--- src/verilog/pipe_pkg.sv ---
`default_nettype none

package pipe_pkg;

    // ~~~~~~~~~~~~~~~~~~~~
    // field widths
    // ~~~~~~~~~~~~~~~~~~~~
    localparam int reg_addr_w  = 5;  // x0..x31.
    localparam int tag_w       = 8;
    localparam int load_kind_w = 3;  // data cache load width code.

    // not a load.
    localparam logic [load_kind_w-1:0] load_none = '0;

    // ~~~~~~~~~~~~~~~~~~~~
    // stage payloads
    // ~~~~~~~~~~~~~~~~~~~~

    // front end descriptor, IF through EX.
    typedef struct packed {
        logic [tag_w-1:0]       tag;
        logic [reg_addr_w-1:0]  rs1;
        logic [reg_addr_w-1:0]  rs2;
        logic [reg_addr_w-1:0]  rd;
        logic [load_kind_w-1:0] load_kind;
        logic                   mispredict;
    } instr_t;

    // back end descriptor, DM1 through WB.
    // operands and branch state are dead past EX.
    typedef struct packed {
        logic [tag_w-1:0]       tag;
        logic [reg_addr_w-1:0]  rd;
        logic [load_kind_w-1:0] load_kind;
    } mem_t;

endpackage

`default_nettype wire
--- src/verilog/pipe_core_top.sv ---
`timescale 1ns/1ps
`default_nettype none

module pipe_core_top
    import pipe_pkg::*;
(
    input  logic                   clk,
    input  logic                   rst_n,
    input  logic                   in_valid,
    input  logic [tag_w-1:0]       in_tag,
    input  logic [reg_addr_w-1:0]  in_rs1,
    input  logic [reg_addr_w-1:0]  in_rs2,
    input  logic [reg_addr_w-1:0]  in_rd,
    input  logic [load_kind_w-1:0] in_load,
    input  logic                   in_mispredict,
    input  logic                   out_ready,
    output logic                   in_ready,
    output logic                   out_valid,
    output logic [tag_w-1:0]       out_tag,
    output logic [reg_addr_w-1:0]  out_rd,
    output logic [load_kind_w-1:0] out_load
);

    logic   if_valid;
    instr_t if_payload;
    logic   id_valid;
    instr_t id_payload;
    logic   ex_valid;
    instr_t ex_payload;
    mem_t   ex_mem;
    logic   dm1_valid;
    mem_t   dm1_payload;
    logic   dm2_valid;
    mem_t   dm2_payload;
    logic   dm3_valid;
    mem_t   dm3_payload;
    logic   wb_valid;
    mem_t   wb_payload;

    logic clear_if;
    logic clear_id;
    logic clear_ex;
    logic clear_dm1;
    logic stall_pc_if;
    logic stall_id;
    logic stall_ex;
    logic stall_dm;

    logic                   out_stall_req;
    logic                   ex_mispredict;
    logic [load_kind_w-1:0] dm1_load;
    logic [load_kind_w-1:0] dm2_load;
    logic [load_kind_w-1:0] dm3_load;

    // ~~~~~~~~~~~~~~~~~~~~
    // front end
    // ~~~~~~~~~~~~~~~~~~~~
    fetch_stage u_fetch (
        .clk           (clk),
        .rst_n         (rst_n),
        .stall         (stall_pc_if),
        .clear         (clear_if),
        .in_valid      (in_valid),
        .in_tag        (in_tag),
        .in_rs1        (in_rs1),
        .in_rs2        (in_rs2),
        .in_rd         (in_rd),
        .in_load       (in_load),
        .in_mispredict (in_mispredict),
        .in_ready      (in_ready),
        .if_valid      (if_valid),
        .if_payload    (if_payload)
    );

    stage_reg #(.payload_t(instr_t)) u_id (
        .clk(clk), .rst_n(rst_n), .stall(stall_id), .clear(clear_id),
        .in_valid(if_valid), .in_payload(if_payload),
        .out_valid(id_valid), .out_payload(id_payload)
    );

    stage_reg #(.payload_t(instr_t)) u_ex (
        .clk(clk), .rst_n(rst_n), .stall(stall_ex), .clear(clear_ex),
        .in_valid(id_valid), .in_payload(id_payload),
        .out_valid(ex_valid), .out_payload(ex_payload)
    );

    // operands and branch bit stop at EX.
    assign ex_mem = '{tag: ex_payload.tag, rd: ex_payload.rd, load_kind: ex_payload.load_kind};

    // ~~~~~~~~~~~~~~~~~~~~
    // memory and writeback
    // ~~~~~~~~~~~~~~~~~~~~
    assign clear_dm1 = stall_ex && !stall_dm;  // EX held, DM keeps draining.

    stage_reg #(.payload_t(mem_t)) u_dm1 (
        .clk(clk), .rst_n(rst_n), .stall(stall_dm), .clear(clear_dm1),
        .in_valid(ex_valid), .in_payload(ex_mem),
        .out_valid(dm1_valid), .out_payload(dm1_payload)
    );

    stage_reg #(.payload_t(mem_t)) u_dm2 (
        .clk(clk), .rst_n(rst_n), .stall(stall_dm), .clear(1'b0),
        .in_valid(dm1_valid), .in_payload(dm1_payload),
        .out_valid(dm2_valid), .out_payload(dm2_payload)
    );

    stage_reg #(.payload_t(mem_t)) u_dm3 (
        .clk(clk), .rst_n(rst_n), .stall(stall_dm), .clear(1'b0),
        .in_valid(dm2_valid), .in_payload(dm2_payload),
        .out_valid(dm3_valid), .out_payload(dm3_payload)
    );

    stage_reg #(.payload_t(mem_t)) u_wb (
        .clk(clk), .rst_n(rst_n), .stall(stall_dm), .clear(1'b0),
        .in_valid(dm3_valid), .in_payload(dm3_payload),
        .out_valid(wb_valid), .out_payload(wb_payload)
    );

    assign out_valid = wb_valid;
    assign out_tag   = wb_payload.tag;
    assign out_rd    = wb_payload.rd;
    assign out_load  = wb_payload.load_kind;

    // ~~~~~~~~~~~~~~~~~~~~
    // hazard control
    // ~~~~~~~~~~~~~~~~~~~~
    assign out_stall_req = wb_valid && !out_ready;
    assign ex_mispredict = ex_valid && ex_payload.mispredict;

    // bubbles carry stale payload, mask their load code.
    assign dm1_load = dm1_valid ? dm1_payload.load_kind : load_none;
    assign dm2_load = dm2_valid ? dm2_payload.load_kind : load_none;
    assign dm3_load = dm3_valid ? dm3_payload.load_kind : load_none;

    hazard_control_unit u_hazard (
        .in_valid      (in_valid),
        .out_stall_req (out_stall_req),
        .ex_mispredict (ex_mispredict),
        .ex_rs1        (ex_payload.rs1),
        .ex_rs2        (ex_payload.rs2),
        .dm1_rd        (dm1_payload.rd),
        .dm1_load      (dm1_load),
        .dm2_rd        (dm2_payload.rd),
        .dm2_load      (dm2_load),
        .dm3_rd        (dm3_payload.rd),
        .dm3_load      (dm3_load),
        .clear_if      (clear_if),
        .clear_id      (clear_id),
        .clear_ex      (clear_ex),
        .stall_pc_if   (stall_pc_if),
        .stall_id      (stall_id),
        .stall_ex      (stall_ex),
        .stall_dm      (stall_dm)
    );

endmodule

`default_nettype wire

--- src/verilog/fetch_stage.sv ---
`timescale 1ns/1ps
`default_nettype none

module fetch_stage
    import pipe_pkg::*;
(
    input  logic                   clk,
    input  logic                   rst_n,
    input  logic                   stall,
    input  logic                   clear,
    input  logic                   in_valid,
    input  logic [tag_w-1:0]       in_tag,
    input  logic [reg_addr_w-1:0]  in_rs1,
    input  logic [reg_addr_w-1:0]  in_rs2,
    input  logic [reg_addr_w-1:0]  in_rd,
    input  logic [load_kind_w-1:0] in_load,
    input  logic                   in_mispredict,
    output logic                   in_ready,
    output logic                   if_valid,
    output instr_t                 if_payload
);

    logic   take;
    instr_t desc;

    assign in_ready = !stall;
    assign take     = in_valid && in_ready;

    // pack the loose descriptor.
    assign desc = '{tag: in_tag, rs1: in_rs1, rs2: in_rs2, rd: in_rd,
                    load_kind: in_load, mispredict: in_mispredict};

    // ~~~~~~~~~~~~~~~~~~~~
    // IF register
    // ~~~~~~~~~~~~~~~~~~~~
    always_ff @(posedge clk)
    begin
        if (!rst_n)
            if_valid <= 1'b0;
        else if (take)
            if_valid <= 1'b1;  // new fetch lands even during a flush.
        else if (clear || !stall)
            if_valid <= 1'b0;  // flushed, or moved on with nothing behind.
    end

    always_ff @(posedge clk)
    begin
        if (take)
            if_payload <= desc;
    end

    // the hazard unit never flushes a held fetch, so a stall keeps IF intact.
    assert property (@(posedge clk) disable iff (!rst_n)
        stall |=> ($stable(if_valid) && $stable(if_payload)))
        else $error("fetch_stage: capture while stalled");

endmodule

`default_nettype wire

--- src/verilog/stage_reg.sv ---
`timescale 1ns/1ps
`default_nettype none

module stage_reg #(
    parameter type payload_t = logic [15:0]
) (
    input  logic     clk,
    input  logic     rst_n,
    input  logic     stall,
    input  logic     clear,
    input  logic     in_valid,
    input  payload_t in_payload,
    output logic     out_valid,
    output payload_t out_payload
);

    // ~~~~~~~~~~~~~~~~~~~~
    // valid bit
    // ~~~~~~~~~~~~~~~~~~~~
    always_ff @(posedge clk)
    begin
        if (!rst_n)
            out_valid <= 1'b0;
        else if (clear)
            out_valid <= 1'b0;  // bubble.
        else if (!stall)
            out_valid <= in_valid;
    end

    // payload only moves with the stage.
    always_ff @(posedge clk)
    begin
        if (!stall && !clear)
            out_payload <= in_payload;
    end

    // a held instruction must not change under a frozen stage.
    assert property (@(posedge clk) disable iff (!rst_n)
        (stall && out_valid) |=> (out_valid && $stable(out_payload)))
        else $error("stage_reg: payload changed while stalled");

endmodule

`default_nettype wire

--- src/verilog/hazard_control_unit.sv ---
`timescale 1ns/1ps
`default_nettype none

module hazard_control_unit
    import pipe_pkg::*;
(
    input  logic                   in_valid,
    input  logic                   out_stall_req,
    input  logic                   ex_mispredict,
    input  logic [reg_addr_w-1:0]  ex_rs1,
    input  logic [reg_addr_w-1:0]  ex_rs2,
    input  logic [reg_addr_w-1:0]  dm1_rd,
    input  logic [load_kind_w-1:0] dm1_load,
    input  logic [reg_addr_w-1:0]  dm2_rd,
    input  logic [load_kind_w-1:0] dm2_load,
    input  logic [reg_addr_w-1:0]  dm3_rd,
    input  logic [load_kind_w-1:0] dm3_load,
    output logic                   clear_if,
    output logic                   clear_id,
    output logic                   clear_ex,
    output logic                   stall_pc_if,
    output logic                   stall_id,
    output logic                   stall_ex,
    output logic                   stall_dm
);

    logic dm1_hit;
    logic dm2_hit;
    logic dm3_hit;
    logic load_use;

    // ~~~~~~~~~~~~~~~~~~~~
    // load-use detection
    // ~~~~~~~~~~~~~~~~~~~~
    assign dm1_hit = (dm1_load != load_none) && ((ex_rs1 == dm1_rd) || (ex_rs2 == dm1_rd));
    assign dm2_hit = (dm2_load != load_none) && ((ex_rs1 == dm2_rd) || (ex_rs2 == dm2_rd));
    assign dm3_hit = (dm3_load != load_none) && ((ex_rs1 == dm3_rd) || (ex_rs2 == dm3_rd));

    assign load_use = dm1_hit || dm2_hit || dm3_hit;  // data not back before WB.

    // ~~~~~~~~~~~~~~~~~~~~
    // priority
    // ~~~~~~~~~~~~~~~~~~~~
    always_comb
    begin
        clear_if    = 1'b0;
        clear_id    = 1'b0;
        clear_ex    = 1'b0;
        stall_pc_if = 1'b0;
        stall_id    = 1'b0;
        stall_ex    = 1'b0;
        stall_dm    = 1'b0;

        if (out_stall_req)
        begin
            // retire port full so the whole pipe freezes.
            stall_pc_if = 1'b1;
            stall_id    = 1'b1;
            stall_ex    = 1'b1;
            stall_dm    = 1'b1;
        end
        else if (load_use)
        begin
            stall_pc_if = 1'b1;
            stall_id    = 1'b1;
            stall_ex    = 1'b1;  // bubble into DM1 is made at the top.
        end
        else
        begin
            if (!in_valid)
            begin
                stall_pc_if = 1'b1;
                stall_id    = 1'b1;
                clear_ex    = 1'b1;
            end
            // EX is never held here, so a mispredict always acts.
            if (ex_mispredict)
            begin
                clear_if    = 1'b1;
                clear_id    = 1'b1;
                stall_pc_if = 1'b0;  // flush beats the fetch hold.
                stall_id    = 1'b0;
            end
        end
    end

endmodule

`default_nettype wire

--- config.mk ---
export PLATFORM = sky130hd
export DESIGN_NAME = pipe_core_top
export DESIGN_NICKNAME = d
export VERILOG_FILES = /design/src/verilog/pipe_pkg.sv /design/src/verilog/pipe_core_top.sv /design/src/verilog/fetch_stage.sv /design/src/verilog/stage_reg.sv /design/src/verilog/hazard_control_unit.sv
export SDC_FILE = /design/constraint.sdc
export NUM_CORES = 1
export LEC_CHECK = 0
export ABC_AREA = 1
export BUFFER_PORTS_ARGS = -buffer_cell sky130_fd_sc_hd__buf_2
export CAP_MARGIN = 20
export CELL_PAD_IN_SITES_DETAIL_PLACEMENT = 1
export CELL_PAD_IN_SITES_GLOBAL_PLACEMENT = 1
export CORE_MARGIN = 2
export CORE_UTILIZATION = 47
export CTS_BUF_LIST = sky130_fd_sc_hd__clkbuf_8
export CTS_CLUSTER_SIZE = 30
export DETAILED_ROUTE_END_ITERATION = 10
export PLACE_DENSITY = 0.84
export SYNTH_ARGS = -nofsm -noshare
export SYNTH_HDL_FRONTEND = slang
export SYNTH_SLANG_ARGS = --single-unit
--- constraint.sdc ---
create_clock -name clk -period 3.7 [get_ports clk]
set_input_delay 0.555 -clock clk [delete_from_list [all_inputs] [get_ports clk]]
set_output_delay 0.555 -clock clk [all_outputs]
set_load 0.01 [all_outputs]
==> flow_metrics.tcl, run 1 <==
set metrics [dict create \
    synthCells 319 \
    startpoint_type "flip-flop" \
    r2r_start "u_ex.out_payload[9]" \
    initial_core_util 0.483 \
    grt_max_degree 51 \
    worstPathArrival_ns 2.74 \
    yosys_warnings 0 \
    hold-path-endpoint "u_fetch.if_payload[23]" \
    die_width_microns 110 \
    cp_max_fo 22 \
    numPortBuffers 48 \
    core_sq_um 10900 \
    grt_overflow 0 \
    cap_violations 0 \
    wire_per_inst_microns 16.1 \
    ant_nets 0 \
    fin_setup_tns_ns 0 \
    wl_microns 8750 \
    post_cts_buffers 0 \
    gp_congestion 0.836 \
    hold_viol 0 \
    synth_seq_cells 152 \
    syn2layout_area_growth_pct 17.2 \
    syn-num-nets 350 \
    synth_cell_type_count 22 \
    r2r.worst_path.cells 12 \
    drt_iter0_drc 105 \
    cts_sinks 152 \
    powerDensity_nw_per_um2 563 \
    final_cell_mix "145 x edfxtp_1, 76 x nand2_1, 48 x buf_2" \
    finClkSkew_ns 0.0121 \
    dp_cells 509 \
    synth_top_area_frac 0.827 \
    period_share 0.704 \
    slew_headroom 0.586 \
    cts_buffer_depth 2 \
    path_class "reg2reg" \
    r2r_slack_ns 1.09 \
    synth_area_leaders "edfxtp_1 83%, nand2_1 5.4%, dfxtp_1 2.7%" \
    ys_seq_area_frac 0.854 \
    grt_pass1_vias 2726 \
    cts.repair.resized 0 \
    layout_min_cycle_time_ns 2.61 \
    worst_slew_pin_slew_ns 0.621 \
    min-delay-start "in_tag[4]" \
    track_usage 0.155 \
    clk-insertion-delay-late_ns 0.43 \
    cts_root_buf "clkbuf_8" \
    numCtsBuffers 17 \
    core.rowCount 38 \
    whs_path_depth 1 \
    ir_worst_vdd_mv 0.290 \
    synth_top_area_cell "edfxtp_1" \
    firstDrtPassIters 4 \
    max_freq_mhz 384 \
    critPathCaptureType "flip-flop" \
    die-area_sq_um 12100 \
    die_h_microns 110 \
    hp-class "in2reg" \
    holdBufCountCts 0 \
    final-instance-count-excl-fill 543 \
    vias_per_cell 4.83 \
    diodes 0 \
    clk_pin_slew_ns 0.08 \
    grt_setup_unrepaired "no" \
    drive_above_1_share 0.258 \
    htree_levels 4 \
    io_pins 49 \
    drc_errors 0 \
    grt_pass1_wl_microns 13400 \
    syn_area_per_cell_sq_um 16.5 \
    final_common_cell "edfxtp_1" \
    required_ns 3.84 \
    nNetsFinal 421 \
    dp_hpwl_microns 5720 \
    cts_tree "built" \
    p_leak_nw 2.46 \
    antenna_found_initial 0 \
    r2r-end "u_ex.out_payload[14]" \
    finalSetupViolCount 0 \
    synthesis.area_sq_um 5260 \
    status "finished clean" \
    maxSlewViolCount 0 \
    via_count 2623 \
]
## sequential cells by signal, summed over array words and instances, names as in the netlist
register and cells:
u_dm1.out_payload 16, u_dm1.out_valid 1, u_dm2.out_payload 16, u_dm2.out_valid 1, u_dm3.out_payload 16, u_dm3.out_valid 1
u_ex.out_payload 27, u_ex.out_valid 1, u_fetch.if_payload 27, u_fetch.if_valid 1, u_id.out_payload 27, u_id.out_valid 1
u_wb.out_payload 16, u_wb.out_valid 1
## layer usage
metal	part of all wire	up-vias	global-route usage
met1	0.42	1297	0.181
met5	0	-	0
met4	0.018	0	0.0714
met2	0.52	63	0.264
li1	-	1252	-
met3	0.041	11	0.0445
## critical path: stages (launching register included)
cell,delay [ns]
edfxtp_1,0.49
nand2_1,0.11
clkinv_1,0.06
nor2_1,0.08
nor2_1,0.06
nand3_2,0.06
nand2_1,0.11
nand2_2,0.11
nand2_4,0.07
nor2_8,0.33
nand2_2,0.17
inv_1,0.43
buf_16,0.22
## per-stage QoR
step                setup WS, ns  cell area, sq um  hold slack [ns]   util  total power, mW
floorplan                  0.331              5270            0.400      -             2.13
global placement            1.10              5700            0.401  0.523             2.18
detailed placement         0.919              5700            0.405  0.523             2.20
CTS                        0.842              6110            0.266  0.562             3.49
global route               0.878              6170            0.271  0.567             3.58
finish                      1.09              6170            0.297  0.567             3.47
## kinds of logic after synthesis
| kind of cell | Yosys count | share of synthesized area |
|---|---|---|
| simple gates | 115 | 0.0968 |
| flops | 152 | 0.854 |
| compound gates | 11 | 0.0133 |
| buf+inv | 34 | 0.0243 |
| xor+xnor | 7 | 0.0117 |
## final cells by class
| class | instances | area, sq um |
|---|---|---|
| fillers | 1037 | 4720 |
| flip-flops and latches | 152 | 4490 |
| multi-input cells | 133 | 643 |
| repair buffers | 52 | 310 |
| clock buffers | 17 | 234 |
| clock inverters | 15 | 185 |
| well taps | 140 | 175 |
| inverters | 34 | 128 |
## Yosys cell counts
| cell | number |
|---|---|
| edfxtp_1 | 145 |
| nand2_1 | 76 |
| inv_1 | 24 |
| nor2_1 | 21 |
| inv_2 | 8 |
| dfxtp_1 | 7 |
| xnor2_1 | 6 |
| a21oi_1 | 4 |
| nand2_2 | 4 |
| nand3_1 | 4 |
| nand3_2 | 4 |
| a21oi_2 | 2 |
| clkinv_1 | 2 |
| nand2_4 | 2 |
| o21ai_0 | 2 |
| o31a_1 | 2 |
| nand4_1 | 1 |
| nor2_8 | 1 |
| nor3_1 | 1 |
| o21ai_1 | 1 |
| or2_2 | 1 |
| xor2_1 | 1 |
## worst max path at each step
stage	slack (ns)	endpoint	from	depth (start not counted)
after floorplan	0.33	u_id.out_payload[0]	out_ready	6
after global placement	1.10	u_ex.out_payload[10]	u_dm3.out_payload[3]	11
after detailed placement	0.92	u_ex.out_payload[15]	u_ex.out_payload[9]	11
after CTS	0.84	u_ex.out_payload[14]	u_ex.out_payload[9]	11
after global routing	0.88	u_ex.out_payload[10]	u_ex.out_payload[9]	12
final	1.09	u_ex.out_payload[14]	u_ex.out_payload[9]	12
## power breakdown
part | total, mW | internal, mW | leakage, nW | switching, mW
clock | 1.31 | 0.726 | 0.214 | 0.580
combinational | 0.130 | 0.0512 | 0.723 | 0.0787
sequential | 2.04 | 1.99 | 1.53 | 0.0477
Power figures use the tool's default switching activity.
==> run 2: changes to the inputs <==
--- a/config.mk
+++ b/config.mk
@@ -5,17 +5,17 @@
 export SDC_FILE = /design/constraint.sdc
 export NUM_CORES = 1
 export LEC_CHECK = 0
-export ABC_AREA = 1
+export ABC_AREA = 0
 export BUFFER_PORTS_ARGS = -buffer_cell sky130_fd_sc_hd__buf_2
 export CAP_MARGIN = 20
 export CELL_PAD_IN_SITES_DETAIL_PLACEMENT = 1
 export CELL_PAD_IN_SITES_GLOBAL_PLACEMENT = 1
 export CORE_MARGIN = 2
-export CORE_UTILIZATION = 47
+export CORE_UTILIZATION = 53
 export CTS_BUF_LIST = sky130_fd_sc_hd__clkbuf_8
 export CTS_CLUSTER_SIZE = 30
 export DETAILED_ROUTE_END_ITERATION = 10
-export PLACE_DENSITY = 0.84
+export PLACE_DENSITY = 0.87
 export SYNTH_ARGS = -nofsm -noshare
 export SYNTH_HDL_FRONTEND = slang
 export SYNTH_SLANG_ARGS = --single-unit
==> constraint.sdc (replaced) <==
create_clock -name clk -period 2.6 [get_ports clk]
set_input_delay 0.39 -clock clk [delete_from_list [all_inputs] [get_ports clk]]
set_output_delay 0.39 -clock clk [all_outputs]
set_load 0.01 [all_outputs]
==> flow_metrics.tcl, run 2 <==
set metrics [dict create \
    finClkSkew_ns 0.0124 \
    cp_slowest_cell "edfxtp_1" \
    dp_hpwl_microns 4980 \
    wl_microns 7960 \
    synth-compound-area-share 0.0288 \
    r2r_slack_ns 0.13 \
    cp_cell_sequence "xor2_1 -> nor3_1 -> a32oi_1 -> o22ai_2 -> a2111oi_4 -> buf_2" \
    clk_pin_slew_ns 0.09 \
    cts_buffer_depth 2 \
    grt_pass1_wl_microns 11700 \
    syn-num-nets 262 \
    synth_cell_type_count 29 \
    grt_overflow 0 \
    period_share 0.967 \
    synthesis.area_sq_um 5080 \
    nFillCells 819 \
    cts_sinks 152 \
    drive_above_1_share 0.315 \
    cp_max_fo 3 \
    yosys_warnings 0 \
    numPortBuffers 48 \
    antenna_found_initial 0 \
    cp-startpoint "u_ex.out_payload[12]" \
    io_pins 49 \
    grt_max_degree 42 \
    synthXorXnorAreaFrac 0.0517 \
    finalSetupViolCount 0 \
    ys_seq_area_frac 0.885 \
    syn_area_per_cell_sq_um 22.0 \
    status "finished clean" \
    p_leak_nw 2.13 \
    core.rowCount 35 \
    diodes 0 \
    hold_viol 0 \
    ir_worst_vdd_mv 0.521 \
    muxShareOfSynthArea 0.00197 \
    holdBufCountCts 0 \
    synth_seq_cells 152 \
    multi_input_area_sq_um 601 \
    slowest_delay_ns 0.47 \
    ant_nets 0 \
    max_freq_mhz 398 \
    required_ns 2.21 \
    worstPathArrival_ns 2.12 \
    htree_levels 4 \
    synthCells 231 \
    die_h_microns 102 \
    die-area_sq_um 10400 \
    final_common_cell "edfxtp_1" \
    ys.flop_type "edfxtp_1" \
    fin_ws_ns 0.0865 \
    drc_errors 0 \
    syn2layout_area_growth_pct 17.8 \
    synth_top_area_frac 0.858 \
    pre_cts_ws_ns 0.0312 \
    worst_slew_pin_slew_ns 0.364 \
    vias_per_cell 5.01 \
    cap_violations 0 \
    synth_area_leaders "edfxtp_1 86%, xor2_1 3.8%, dfxtp_1 2.8%" \
    firstDrtPassIters 4 \
    fin_setup_tns_ns 0 \
    yosys-top-cells-count "145 x edfxtp_1, 22 x xor2_1, 10 x nand2_1, 8 x xnor2_1, 7 x dfxtp_1" \
    cts_root_buf "clkbuf_8" \
    initial_core_util 0.547 \
    wire_per_inst_microns 18.0 \
    slew_headroom 0.757 \
    synth.most_common_cell "edfxtp_1" \
    synth_enable_flop_cells 145 \
    final_core_util 0.644 \
    die_width_microns 102 \
    gp_congestion 0.757 \
    synth_fa_ha_area_frac 0 \
    reg.largest.list "u_ex.out_payload: 27 flops, u_fetch.if_payload: 27 flops, u_id.out_payload: 27 flops" \
    numCtsBuffers 17 \
    layout_min_cycle_time_ns 2.51 \
    synth_top_family_by_area "XOR/XNOR gates" \
    path_class "reg2out" \
    async_flop_share 0 \
    drt_iter0_drc 97 \
    min-delay-start "in_rd[4]" \
    hp-class "in2reg" \
    nNetsFinal 332 \
    grt_pass1_vias 2325 \
    powerDensity_nw_per_um2 791 \
    cts_tree "built" \
    clk-insertion-delay-late_ns 0.43 \
    maxSlewViolCount 0 \
    r2r_start "u_ex.out_payload[17]" \
    track_usage 0.161 \
    synth_top_area_cell "edfxtp_1" \
    core_sq_um 9280 \
    post_cts_buffers 0 \
    final-seq-area_sq_um 4490 \
    via_count 2218 \
    critPathCaptureType "output port" \
    synth-simple-area-share 0.0264 \
    final_cell_mix "145 x edfxtp_1, 48 x buf_2, 21 x xor2_1" \
    startpoint_type "flip-flop" \
]
## run 2: cell count changes after synthesis, sizes merged, moves of 3 or more
cell and delta:
nand3 -4, o31ai +3, xor2 +21, a21oi -5, nand2 -72, inv -29, nor2 -18, nor3 +5
## run 2: logic make-up (layout without fill, tap and decap cells)
logic type | Yosys count | after routing
XOR/XNOR | 30 | 30
flip-flops | 152 | 152
AO/OA/AOI/OAI | 14 | 14
AND/OR/NAND/NOR | 28 | 28
buffers and inverters | 6 | 89
multiplexers | 1 | 1
## run 2: report_power, final
group | internal, mW | switching (mW)
combinational | 0.0715 | 0.0871
clock | 0.775 | 0.899
sequential | 2.83 | 0.0697
total | 3.67 | 1.06
## run 2: through the flow
step	cells	total power, mW	hold WS [ns]	cell area, sq um
5_1_grt	443	4.88	0.0945	5980
3_3_place_gp	411	3.07	0.400	5570
6_report	443	4.73	0.129	5980
2_1_floorplan	231	3.01	0.400	5080
3_5_place_dp	411	3.10	0.406	5570
4_1_cts	443	4.75	0.100	5960
## run 2: repair_timing
item | CTS | global route
resized for setup | 2 | 3
endpoints found under the hold margin | 0 | 0
pin swaps | 1 | 0
endpoints found under the setup margin | 1 | 1
## run 2: final timing paths
path                           end  depth (start not counted)
min reg2reg   u_ex.out_payload[26]                          0
min          u_fetch.if_payload[8]                          1
max                       in_ready                          6
max reg2reg   u_id.out_payload[11]                          7
## run 2: layout make-up
cell class              instances  area share
flip-flops and latches        152       0.751
multi-input cells              73       0.100
repair buffers                 54      0.0561
clock inverters                15      0.0241
inverters                       3     0.00188
well taps                     129      0.0270
clock buffers                  17      0.0391
## run 2: per-layer routing
metal,global-route usage,vias up,part of all wire
met5,0,-,0
met4,0.0933,0,0.026
met3,0.0513,15,0.046
met2,0.278,78,0.53
met1,0.176,1095,0.40
li1,-,1030,-
## run 2: worst max-delay path, delay by kind of cell, from the launching register on
family	cells	cell delay (ns)
compound gates	3	0.54
flops	1	0.47
simple gates	1	0.32
xor+xnor	1	0.18
buf+inv	1	0.17
